**src/source/req_pkg.sv**
```systemverilog
package req_pkg;

    // Request field widths.
    localparam int ADDR_W = 16;
    localparam int DATA_W = 32;

    // Request address. The low bits pick the bank.
    typedef logic [ADDR_W-1:0] req_addr_t;

    // Request payload.
    typedef logic [DATA_W-1:0] req_data_t;

    // One queue entry holds the address above the data.
    localparam int ENTRY_W = ADDR_W + DATA_W;

endpackage

```
**src/source/bank_pkg.sv**
```systemverilog
package bank_pkg;

    // Bank organization.
    localparam int NUM_BANKS  = 4;
    localparam int BANK_IDX_W = $clog2(NUM_BANKS);
    localparam int MAX_DEPTH  = 16;

    // Fill count must reach MAX_DEPTH itself.
    localparam int OCC_W  = $clog2(MAX_DEPTH + 1);
    localparam int DROP_W = 16;

    typedef logic [BANK_IDX_W-1:0] bank_idx_t;
    typedef logic [OCC_W-1:0]      occupancy_t;

    // Saturating drop counter.
    typedef logic [DROP_W-1:0]     drop_count_t;

endpackage

```
**src/source/bank_router.sv**
```systemverilog
`timescale 1ns/1ps

module bank_router #(
    parameter int DATAW = 48
) (
    input  logic                              clk,
    input  logic                              reset,
    input  logic                              in_valid,
    input  req_pkg::req_addr_t                in_addr,
    input  req_pkg::req_data_t                in_data,
    input  logic [bank_pkg::NUM_BANKS-1:0]    full,
    output logic [bank_pkg::NUM_BANKS-1:0]    push,
    output logic [DATAW-1:0]                  entry,
    output bank_pkg::drop_count_t             drop_count
);

    bank_pkg::bank_idx_t bank;
    logic                rejected;

    // Bank comes straight from the low address bits.
    assign bank = in_addr[bank_pkg::BANK_IDX_W-1:0];

    // Every queue sees the same entry; only the pushed one stores it.
    assign entry = {in_addr, in_data};

    assign rejected = in_valid && full[bank];

    always_comb begin
        push = '0;
        if (in_valid && !full[bank]) begin
            push[bank] = 1'b1;
        end
    end

    // Counts requests lost to a full bank, sticks at all ones.
    always_ff @(posedge clk) begin
        if (reset) begin
            drop_count <= '0;
        end else if (rejected && (drop_count != '1)) begin
            drop_count <= drop_count + 1'b1;
        end
    end

endmodule

```
**src/source/generic_queue.sv**
```systemverilog
`timescale 1ns/1ps

module generic_queue #(
    parameter int DATAW           = 48,
    parameter int SIZE            = 8,
    parameter int BUFFERED_OUTPUT = 1
) (
    input  logic                 clk,
    input  logic                 reset,
    input  logic                 push,
    input  logic                 pop,
    input  logic [DATAW-1:0]     data_in,
    output logic [DATAW-1:0]     data_out,
    output logic                 empty,
    output logic                 full,
    output bank_pkg::occupancy_t size
);

    localparam int ADDRW = $clog2(SIZE);

    typedef logic [ADDRW-1:0] ptr_t;

    localparam ptr_t LAST = ptr_t'(SIZE - 1);

    logic [DATAW-1:0]     mem [SIZE];
    bank_pkg::occupancy_t size_r;

    // Pointer step with wrap, so SIZE need not be a power of two.
    function automatic ptr_t wrap_inc(ptr_t p);
        return (p == LAST) ? '0 : p + 1'b1;
    endfunction

    // Fill count is the same in both output modes.
    always_ff @(posedge clk) begin
        if (reset) begin
            size_r <= '0;
        end else if (push && !pop) begin
            size_r <= size_r + 1'b1;
        end else if (pop && !push) begin
            size_r <= size_r - 1'b1;
        end
    end

    assign size = size_r;

    if (BUFFERED_OUTPUT == 0) begin : g_plain

        // Extra phase bit tells full from empty.
        logic [ADDRW:0] wr_ptr_r;
        logic [ADDRW:0] rd_ptr_r;
        ptr_t           wr_addr;
        ptr_t           rd_addr;

        assign wr_addr = wr_ptr_r[ADDRW-1:0];
        assign rd_addr = rd_ptr_r[ADDRW-1:0];

        always_ff @(posedge clk) begin
            if (reset) begin
                wr_ptr_r <= '0;
                rd_ptr_r <= '0;
            end else begin
                if (push) begin
                    wr_ptr_r <= {wr_ptr_r[ADDRW] ^ (wr_addr == LAST), wrap_inc(wr_addr)};
                end
                if (pop) begin
                    rd_ptr_r <= {rd_ptr_r[ADDRW] ^ (rd_addr == LAST), wrap_inc(rd_addr)};
                end
            end
        end

        always_ff @(posedge clk) begin
            if (push) begin
                mem[wr_addr] <= data_in;
            end
        end

        assign data_out = mem[rd_addr];
        assign empty    = (wr_ptr_r == rd_ptr_r);
        assign full     = (wr_addr == rd_addr) && (wr_ptr_r[ADDRW] != rd_ptr_r[ADDRW]);

    end else begin : g_buffered

        ptr_t             wr_ptr_r;
        ptr_t             rd_ptr_r;
        ptr_t             rd_next_ptr_r;
        logic             empty_r;
        logic             full_r;
        logic             bypass_r;
        logic [DATAW-1:0] head_r;
        logic [DATAW-1:0] curr_r;

        always_ff @(posedge clk) begin
            if (reset) begin
                wr_ptr_r      <= '0;
                rd_ptr_r      <= '0;
                rd_next_ptr_r <= ptr_t'(1);
                empty_r       <= 1'b1;
                full_r        <= 1'b0;
                bypass_r      <= 1'b0;
            end else begin
                if (push) begin
                    wr_ptr_r <= wrap_inc(wr_ptr_r);
                end

                // Read-ahead pointer stays one slot past the head.
                if (pop) begin
                    rd_ptr_r      <= rd_next_ptr_r;
                    rd_next_ptr_r <= wrap_inc(rd_next_ptr_r);
                end

                if (push && !pop) begin
                    empty_r <= 1'b0;
                    if (size_r == bank_pkg::occupancy_t'(SIZE - 1)) begin
                        full_r <= 1'b1;
                    end
                end else if (pop && !push) begin
                    full_r <= 1'b0;
                    if (size_r == bank_pkg::occupancy_t'(1)) begin
                        empty_r <= 1'b1;
                    end
                end

                // Memory read lags the write, so forward the fresh word.
                bypass_r <= push && (empty_r || (pop && (size_r == bank_pkg::occupancy_t'(1))));
            end
        end

        always_ff @(posedge clk) begin
            if (push) begin
                mem[wr_ptr_r] <= data_in;
            end
            curr_r <= data_in;
            head_r <= mem[pop ? rd_next_ptr_r : rd_ptr_r];
        end

        assign data_out = bypass_r ? curr_r : head_r;
        assign empty    = empty_r;
        assign full     = full_r;

    end

endmodule

```
**src/source/rr_drain_arbiter.sv**
```systemverilog
`timescale 1ns/1ps

module rr_drain_arbiter #(
    parameter int DATAW = 48
) (
    input  logic                                clk,
    input  logic                                reset,
    input  logic                                hold,
    input  logic [bank_pkg::NUM_BANKS-1:0]      empty,
    input  logic [bank_pkg::NUM_BANKS*DATAW-1:0] head_data,
    output logic [bank_pkg::NUM_BANKS-1:0]      pop,
    output logic                                out_valid,
    output bank_pkg::bank_idx_t                 out_bank,
    output req_pkg::req_addr_t                  out_addr,
    output req_pkg::req_data_t                  out_data
);

    localparam int ADDR_W = $bits(req_pkg::req_addr_t);
    localparam int DATA_W = $bits(req_pkg::req_data_t);

    bank_pkg::bank_idx_t last_r;
    bank_pkg::bank_idx_t sel;
    logic                found;
    logic                grant;
    logic [DATAW-1:0]    sel_entry;

    // First non-empty bank after the one served last, wrapping.
    always_comb begin
        bank_pkg::bank_idx_t idx;
        sel   = last_r;
        found = 1'b0;
        for (int i = 1; i <= bank_pkg::NUM_BANKS; i++) begin
            idx = bank_pkg::bank_idx_t'(int'(last_r) + i);
            if (!found && !empty[idx]) begin
                found = 1'b1;
                sel   = idx;
            end
        end
    end

    assign grant = found && !hold;

    always_comb begin
        pop = '0;
        if (grant) begin
            pop[sel] = 1'b1;
        end
    end

    assign sel_entry = head_data[int'(sel)*DATAW +: DATAW];

    always_ff @(posedge clk) begin
        if (reset) begin
            out_valid <= 1'b0;
            last_r    <= '0;
        end else begin
            out_valid <= grant;
            if (grant) begin
                last_r <= sel;
            end
        end
    end

    // Output fields only matter while out_valid is high.
    always_ff @(posedge clk) begin
        if (grant) begin
            out_bank <= sel;
            out_addr <= sel_entry[DATAW-1 -: ADDR_W];
            out_data <= sel_entry[DATA_W-1:0];
        end
    end

endmodule

```
**src/source/bank_queue_top.sv**
```systemverilog
`timescale 1ns/1ps

module bank_queue_top #(
    parameter int DEPTH           = 8,
    parameter int BUFFERED_OUTPUT = 1
) (
    input  logic                    clk,
    input  logic                    reset,
    input  logic                    in_valid,
    input  req_pkg::req_addr_t      in_addr,
    input  req_pkg::req_data_t      in_data,
    input  logic                    hold,
    output logic                    out_valid,
    output bank_pkg::bank_idx_t     out_bank,
    output req_pkg::req_addr_t      out_addr,
    output req_pkg::req_data_t      out_data,
    output logic [bank_pkg::NUM_BANKS*bank_pkg::OCC_W-1:0] occupancy,
    output bank_pkg::drop_count_t   drop_count
);

    localparam int NB    = bank_pkg::NUM_BANKS;
    localparam int DATAW = req_pkg::ENTRY_W;

    logic [NB-1:0]       push;
    logic [NB-1:0]       pop;
    logic [NB-1:0]       empty;
    logic [NB-1:0]       full;
    logic [DATAW-1:0]    entry;
    logic [NB*DATAW-1:0] head_data;

    bank_router #(
        .DATAW (DATAW)
    ) u_bank_router (
        .clk        (clk),
        .reset      (reset),
        .in_valid   (in_valid),
        .in_addr    (in_addr),
        .in_data    (in_data),
        .full       (full),
        .push       (push),
        .entry      (entry),
        .drop_count (drop_count)
    );

    for (genvar b = 0; b < NB; b++) begin : g_bank
        generic_queue #(
            .DATAW           (DATAW),
            .SIZE            (DEPTH),
            .BUFFERED_OUTPUT (BUFFERED_OUTPUT)
        ) u_queue (
            .clk      (clk),
            .reset    (reset),
            .push     (push[b]),
            .pop      (pop[b]),
            .data_in  (entry),
            .data_out (head_data[b*DATAW +: DATAW]),
            .empty    (empty[b]),
            .full     (full[b]),
            .size     (occupancy[b*bank_pkg::OCC_W +: bank_pkg::OCC_W])
        );
    end

    rr_drain_arbiter #(
        .DATAW (DATAW)
    ) u_rr_drain_arbiter (
        .clk       (clk),
        .reset     (reset),
        .hold      (hold),
        .empty     (empty),
        .head_data (head_data),
        .pop       (pop),
        .out_valid (out_valid),
        .out_bank  (out_bank),
        .out_addr  (out_addr),
        .out_data  (out_data)
    );

endmodule

```
**config.mk**
```make
export PLATFORM = sky130hd
export DESIGN_NAME = bank_queue_top
export DESIGN_NICKNAME = d
export VERILOG_FILES = /design/src/source/req_pkg.sv /design/src/source/bank_pkg.sv /design/src/source/bank_router.sv /design/src/source/generic_queue.sv /design/src/source/rr_drain_arbiter.sv /design/src/source/bank_queue_top.sv
export SDC_FILE = /design/constraint.sdc
export NUM_CORES = 2
export LEC_CHECK = 0
export CAP_MARGIN = 10
export CELL_PAD_IN_SITES_DETAIL_PLACEMENT = 0
export CELL_PAD_IN_SITES_GLOBAL_PLACEMENT = 1
export CORE_MARGIN = 2
export CORE_UTILIZATION = 35
export DETAILED_ROUTE_END_ITERATION = 10
export DONT_BUFFER_PORTS = 1
export PLACE_DENSITY_LB_ADDON = 0.12
export SLEW_MARGIN = 40
export SYNTH_ARGS = -nofsm -noshare
export SYNTH_HDL_FRONTEND = slang
export SYNTH_HIERARCHICAL = 1
export SYNTH_SLANG_ARGS = --single-unit
```
**constraint.sdc**
```tcl
create_clock -name clk -period 7.42 [get_ports clk]
set_input_delay 0.742 -clock clk [delete_from_list [all_inputs] [get_ports clk]]
set_output_delay 0.742 -clock clk [all_outputs]
set_load 0.02 [all_outputs]
```
# --- After elaboration in Yosys (flattened, before gate mapping) ---
# Memories as Yosys holds them, arrays and structs flattened. A register that Yosys moved wholly into a read port is not among the register bits.
# Index checks and enable logic that the tools add are counted.
# W data, S select, Z words.
totals:
  register_bits: 185
  mem_bits_rw: 1536
  wordCells: 231
  n_memories: 4
mem_list:
  columns: ["name", "depth", "width", "rd", "rd_clocked_by_memory_dff", "wr", "line", "text"]
  rows:
  - ["g_bank[0].u_queue.mem", 8, 48, 1, 1, 1, "generic_queue.sv:25", "logic [DATAW-1:0] mem [SIZE];"]
  - ["g_bank[1].u_queue.mem", 8, 48, 1, 1, 1, "generic_queue.sv:25", null]
  - ["g_bank[2].u_queue.mem", 8, 48, 1, 1, 1, "generic_queue.sv:25", null]
  - ["g_bank[3].u_queue.mem", 8, 48, 1, 1, 1, "generic_queue.sv:25", null]
op_classes:
  n_addsub: 21
  n_mul: 1
  order_cmp: 8
  eq_ne: 21
  n_shift: 1
  n_mux: 80
  n_reduce_logical: 60
ops:
  columns: ["operator", "count"]
  rows:
  - ["$mux W48", 4]
  - ["$shiftx A192 B32 Y48", 1]
  - ["$mux W1", 43]
  - ["$mux W5", 8]
  - ["$mux W3", 12]
  - ["$logic_and A1 B1 Y1", 25]
  - ["$add A3 B1 Y3 const B", 8]
  - ["$eq A3 B3 Y1 const B", 8]
  - ["$add A5 B1 Y5 const B", 4]
  - ["$eq A5 B1 Y1 const B", 4]
  - ["$eq A5 B3 Y1 const B", 4]
  - ["$sub A5 B1 Y5 const B", 4]
  - ["$lt A2 B3 Y1 const B", 6]
  - ["$add A16 B1 Y16 const B", 1]
  - ["$ne A16 B16 Y1 const B", 1]
  - ["$reduce_and A2 Y1", 8]
  - ["$reduce_bool A2 Y1", 8]
  - ["$logic_not A1 Y1", 15]
  - ["$bmux W1 S2", 5]
  - ["$mux W2", 4]
  - ["$mux W4", 2]
  - ["$ne A2 B2 Y1 const B", 4]
  - ["$add A2 B1 Y2 const B", 2]
  - ["$add A2 B2 Y2 const B", 2]
  - ["other kinds (4)", 9]

# --- Depth between registers and ports, before layout ---
logic_depth:
  depth_word: 21
  mapped_depth: 16
  depth_no_buf: 11

# --- By module ---
# Netlist, hierarchy kept.
modules_own_cells:
  columns: ["mod", "n_inst", "cells_per_inst", "area_each_um2", "seq_area_each_um2"]
  rows:
  - ["generic_queue (g_bank[2].u_queue)", 1, 1102, 18596.6, 13793.2]
  - ["generic_queue (g_bank[1].u_queue)", 1, 1102, 18594.1, 13793.2]
  - ["generic_queue (g_bank[0].u_queue)", 1, 1102, 18476.5, 13793.2]
  - ["generic_queue (g_bank[3].u_queue)", 1, 1101, 18469.0, 13793.2]
  - ["rr_drain_arbiter", 1, 376, 3987.6, 1561.5]
  - ["bank_router", 1, 163, 1320.0, 320.3]

# --- Worst setup path before layout ---
# No wires, ideal clock.
synth_path:
  path_type: "in2reg"
  start: "input in_addr[1]"
  end: "memory g_bank[1].u_queue.mem[4][0] (enable)"
  setup_ns: 0.513
  arrival_ns: 4.921
  t_required_ns: 6.907
  path_slack_ns: 1.986
  path_stages: 4
  path_buffers: 0
  cell_sequence: "nand2b_1 -> nor3b_1 -> nand2_1 -> nor3_1"
synth_via:
  elab_chain_len: 7
  word_cells_on_any_way: 12
  classes_between: "order compare (2); mux (7); reduce/logical (3)"
synth_lines:
  columns: ["item", "line", "text"]
  rows:
  - ["start: declaration", "bank_queue_top.sv:10", "input req_pkg::req_addr_t in_addr,"]
  - ["$lt A2 B3 Y1 (implied by the code), or another cell as far along", "bank_router.sv:31", "push[bank] = 1'b1;"]
  - ["$logic_and A1 B1 Y1 (implied by the code) or $mux W1 (tied branches)", "bank_router.sv:31, bank_router.sv:30", null]
  - ["$mux W1 (implied by the code) or $logic_not A1 Y1 (tied branches)", "bank_router.sv:31, bank_router.sv:30", null]
  - ["$demux W1 S2 or $logic_and A1 B1 Y1 (tied branches)", null, null]
  - ["$mux W4 (*)", "bank_router.sv:30", "if (in_valid && !full[bank]) begin"]
  - ["named net push[1]", "bank_queue_top.sv:24", "logic [NB-1:0] push;"]
  - ["$mux W1 (*)", "generic_queue.sv:129", "if (push) begin"]
  - ["$mux W1 (implied by the code) (*)", "generic_queue.sv:130", "mem[wr_ptr_r] <= data_in;"]
  - ["end: declaration", "generic_queue.sv:25", null]
# The timed path passes the listed nets; every way through them passes the cells marked *. The select of a mux whose other input is x is not followed.

# --- Worst setup path in the final report ---
layout_path:
  start: "register u_rr_drain_arbiter.last_r[1]"
  end: "register g_bank[2].u_queue.g_buffered.head_r[40], read port of g_bank[2].u_queue.mem"
layout_via:
  elab_chain_len: 18
  word_cells_on_any_way: 36
  classes_between: "add/sub (4); order compare (2); mux (20); reduce/logical (10)"
layout_lines:
  columns: ["item", "line", "text"]
  rows:
  - ["start: declaration", "rr_drain_arbiter.sv:21", "bank_pkg::bank_idx_t last_r;"]
  - ["start signal: assignment", "rr_drain_arbiter.sv:59", "last_r <= sel;"]
  - ["$add A2 B2 Y2", "rr_drain_arbiter.sv:33", "idx = bank_pkg::bank_idx_t'(int'(last_r) + i);"]
  - ["$bmux W1 S2", "rr_drain_arbiter.sv:34", "if (!found && !empty[idx]) begin"]
  - ["$mux W1 (implied by the code)", "rr_drain_arbiter.sv:34", null]
  - ["$logic_not A1 Y1", "rr_drain_arbiter.sv:34", null]
  - ["$logic_and A1 B1 Y1", "rr_drain_arbiter.sv:34", null]
  - ["$mux W1", "rr_drain_arbiter.sv:34", null]
  - ["$logic_not A1 Y1", "rr_drain_arbiter.sv:34", null]
  - ["$logic_and A1 B1 Y1", "rr_drain_arbiter.sv:34", null]
  - ["[... 3 more ...]", null, null]
  - ["$mux W2", "rr_drain_arbiter.sv:34", null]
  - ["$lt A2 B3 Y1 (implied by the code) or $ge A2 B1 Y1 (tied branches)", "rr_drain_arbiter.sv:46", "pop[sel] = 1'b1;"]
  - ["$logic_and A1 B1 Y1 (implied by the code)", "rr_drain_arbiter.sv:46", null]
  - ["$mux W1 (implied by the code)", "rr_drain_arbiter.sv:46", null]
  - ["$demux W1 S2", null, null]
  - ["$mux W4 (*)", "rr_drain_arbiter.sv:45", "if (grant) begin"]
  - ["named net pop[2]", "bank_queue_top.sv:25", "logic [NB-1:0] pop;"]
  - ["$mux W3 (*)", "generic_queue.sv:133", "head_r <= mem[pop ? rd_next_ptr_r : rd_ptr_r];"]
  - ["end: declaration", "generic_queue.sv:89", "logic [DATAW-1:0] head_r;"]
# Marked as above.
# A chain may end at the register's enable or synchronous reset.

==> flow_metrics.env <==
export IMPL_status="complete, no violations"
export IMPL_final_net_count=5055
export IMPL_sw_frac_of_total_pct=21.72
export IMPL_yosysTopAreaCellShare_pct=59.95
export IMPL_layout_drive_gt1_share_pct=16.49
export IMPL_critical_path_class="flip-flop to flip-flop"
export IMPL_fill_cells=20420
export IMPL_synth_edff_count=1586
export IMPL_p_comb_share_pct=3.6
export IMPL_die_x_um=480.4
export IMPL_crit_arrival_ns=5.44
export IMPL_layout_min_cycle_time_ns=4.743
export IMPL_grt_max_degree=194
export IMPL_synth_flop_cell="edfxtp_1"
export IMPL_ant_nets=0
export IMPL_total_power_mw=24.81
export IMPL_clk_pin_slew_ns=0.06
export IMPL_worstReg2RegStart="u_rr_drain_arbiter/last_r[1]"
export IMPL_required_ns=8.12
export IMPL_cap_violations=0
export IMPL_period_share_pct=63.92
export IMPL_core_region_area_mm2=0.2253
export IMPL_power_frac_clock_pct=45.4
export IMPL_syn_num_nets=5035
export IMPL_cts_root_buf="clkbuf_16"
export IMPL_clockBufferDepth=3
export IMPL_rsz0062_at_grt="false"
export IMPL_maxSlewViolCount=0
export IMPL_grt_pass1_wl_mm=365.9
export IMPL_r2r_setup_slack_ns=2.68
export IMPL_slew_headroom_pct=41.74
export IMPL_setup_worst_path_start="u_rr_drain_arbiter/last_r[1]"
export IMPL_io_buffers=0
export IMPL_finalWirelength_mm=262.3
export IMPL_via_count=45990
export IMPL_setup_viol=0
export IMPL_grt_total_usage_pct=22.38
export IMPL_ys_seq_area_share_pct=71.82
export IMPL_gp_congestion=0.7766
export IMPL_num_rows=174
export IMPL_die_area_mm2=0.2308
export IMPL_reg2reg_to="g_bank[2].u_queue/g_buffered.head_r[40]"
export IMPL_power_per_cell_area_mw_per_mm2=270.1
export IMPL_drtIter0Drc=5606
export IMPL_place_ws_ns=2.585
export IMPL_cts_htree_levels=4
export IMPL_ir_worst_vdd_mv=0.2534
export IMPL_switchingPower_mw=5.389
export IMPL_critPathCapture="g_bank[2].u_queue/g_buffered.head_r[40]"
export IMPL_die_y_um=480.4
export IMPL_via_per_inst=5.630
export IMPL_routedWlPerCell_um=32.12
export IMPL_gr_total_overflow=0
export IMPL_dp_hpwl_mm=150.0
export IMPL_internal_power_mw=19.42
export IMPL_critPathLaunchType="flip-flop"
export IMPL_r2r_cells=10
export IMPL_clock_sinks=2057
export IMPL_cts_setup_buffers=0
export IMPL_ys_async_sr_fraction_pct=0
export IMPL_worst_pin_slew_ns=0.8556
export IMPL_cp_end_kind="flip-flop"
export IMPL_synth_area_top_cells="edfxtp_1 (60%), dfxtp_1 (12%), mux2i_1 (5.1%)"
export IMPL_fmax_ghz=0.2109
export IMPL_area_delta_synth_final_pct=15.65
export IMPL_grt_pass1_vias=44940
export IMPL_syn_area_mm2=0.07944
export IMPL_ys_ff_latch=2057
export IMPL_cts_buffers=223
export IMPL_drtPass1Iterations=8
export IMPL_finalWorstSetupSlack_ns=2.677
export IMPL_cts_tree="yes"
export IMPL_seqPwrFrac_pct=51.0
export IMPL_syn_mean_instance_area_um2=16.06
export IMPL_hold_viol=0
export IMPL_yosysUniqueCellTypes=70
export IMPL_cp_max_fo=76
export IMPL_hold_path_class="primary input to flip-flop"
export IMPL_drc_errors=0
export IMPL_clock_skew_ns=0.04190
export IMPL_ios=139
export IMPL_initial_utilization_pct=35.26
export IMPL_p_leak_nw=32.44
export IMPL_antenna_found_initial=31
export IMPL_synth_top_area_cell="edfxtp_1"
export IMPL_final_setup_tns_ns=0
export IMPL_synth_cells=4946
export IMPL_clock_latency_ns=0.88
export IMPL_yosysWarnings=6
export IMPL_holdPathStages=1
## final cells by class
cell class	count	area [um^2]	area share, %
well taps	2992	3744	4.075
diodes	9	22.52	0.02451
repair buffers	212	2851	3.104
flip-flops and latches	2057	57070	62.12
clock inverters	104	1185	1.290
inverters	36	136.4	0.1484
clock buffers	322	6296	6.853
multi-input cells	2436	20570	22.39
## layer usage
metal | GRT usage, % | up-vias | wire length (um)
met3 | 3.326 | 320 | 15550
li1 | - | 19920 | -
met5 | 0 | - | 13
met2 | 35.54 | 1554 | 121900
met1 | 32.20 | 24190 | 119800
met4 | 5.281 | 2 | 5072
## flip-flops by register name, indices dropped and copies added, names as in the netlist, 12 cells and up
register and flops:
g_bank.u_queue/mem 1536, g_bank.u_queue/g_buffered.curr_r 192, g_bank.u_queue/g_buffered.head_r 192, u_rr_drain_arbiter/out_data 32, g_bank.u_queue/size 20, u_bank_router/drop_count 16, u_rr_drain_arbiter/out_addr 16, g_bank.u_queue/g_buffered.rd_next_ptr_r 12
g_bank.u_queue/g_buffered.rd_ptr_r 12, g_bank.u_queue/g_buffered.wr_ptr_r 12
## synthesized netlist by cell type (91+ instances only)
cell type / number
and2_1: 196
buf_4: 91
o22ai_1: 198
clkbuf_1: 174
a222oi_1: 192
o32ai_1: 194
a21o_1: 192
nor2_1: 96
mux2_2: 196
edfxtp_1: 1586
dfxtp_1: 471
a21boi_0: 269
mux2i_1: 402
buf_2: 100
## how the worst min path moves through the flow
stage,start,end,slack [ns]
floorplan,g_bank[2].u_queue/full,g_bank[2].u_queue/full,0.47
global placement,g_bank[1].u_queue/full,g_bank[1].u_queue/full,0.49
detailed placement,g_bank[1].u_queue/full,g_bank[1].u_queue/full,0.49
CTS,in_addr[14],g_bank[2].u_queue/g_buffered.curr_r[46],0.02
global route,in_data[1],g_bank[2].u_queue/g_buffered.curr_r[1],0.05
finish,in_addr[7],g_bank[2].u_queue/g_buffered.curr_r[39],0.1
## worst max-delay path, cell delays in order, from the launching register on
cell and delay, ns:
dfxtp_1 0.50, nor2b_1 0.21, o32a_4 0.65, nand2_1 0.26, nor3_2 0.45, buf_4 0.44, nand2b_2 0.65, buf_4 0.55
a21boi_0 0.20, o32ai_1 0.33, a222oi_1 0.19
## power groups by stage
stage	clock network [mW]	registers [mW]	logic, mW
2_1_floorplan	0	12.9	0.492
3_3_place_gp	0	12.9	0.633
3_5_place_dp	0	12.9	0.639
4_1_cts	11.5	12.7	0.897
5_1_grt	12.0	12.7	0.937
6_report	11.3	12.7	0.893
## per-stage QoR
| step | hold slack (ns) | std cells | utilization, % | instance area (um^2) |
|---|---|---|---|---|
| 6_report | 0.09626 | 8168 | 40.77 | 91880 |
| 5_1_grt | 0.04903 | 8161 | 40.77 | 91860 |
| 4_1_cts | 0.01800 | 8157 | 40.74 | 91800 |
| 3_5_place_dp | 0.4906 | 7681 | 36.98 | 83320 |
| 3_3_place_gp | 0.4875 | 7650 | 36.69 | 82680 |
| 2_1_floorplan | 0.4662 | 4946 | - | 79440 |
## repair_timing
item                                   4_1_cts  5_1_grt
hold buffers                                50        0
resized for setup                            0        0
setup endpoints to repair                    0        0
endpoints found under the hold margin     1809        0
## cells in the final DEF, fill, tap and decap left out, drive strengths merged, types with 10 or more instances in the layout
master | Yosys | final
bufinv | 0 | 18
mux2i | 406 | 406
a222oi | 192 | 192
buf | 233 | 211
clkinv | 0 | 68
ha | 37 | 37
and2 | 198 | 198
nor2b | 11 | 11
o22ai | 201 | 201
nand4 | 16 | 16
mux2 | 197 | 197
nor3 | 30 | 30
clkbuf | 184 | 322
a21boi | 290 | 290
o32a | 49 | 49
and3 | 49 | 49
nand2b | 27 | 27
or4 | 10 | 10
edfxtp | 1586 | 1586
inv | 36 | 43
a32o | 48 | 48
clkinvlp | 0 | 11
nand2 | 34 | 34
nand3 | 11 | 11
a21o | 192 | 192
o21ai | 20 | 20
dfxtp | 471 | 471
nor2 | 96 | 96
a21oi | 52 | 52
o32ai | 194 | 194
## cells by family after synthesis
kind of cell | Yosys count | share of synthesized area [%]
fa+ha+maj | 37 | 0.5827
simple gates | 508 | 3.621
buf+inv | 453 | 3.055
mux | 603 | 7.949
compound gates | 1272 | 12.80
flops | 2057 | 71.82
xor+xnor | 16 | 0.1764
No activity file was read; power rests on OpenSTA's default activity.
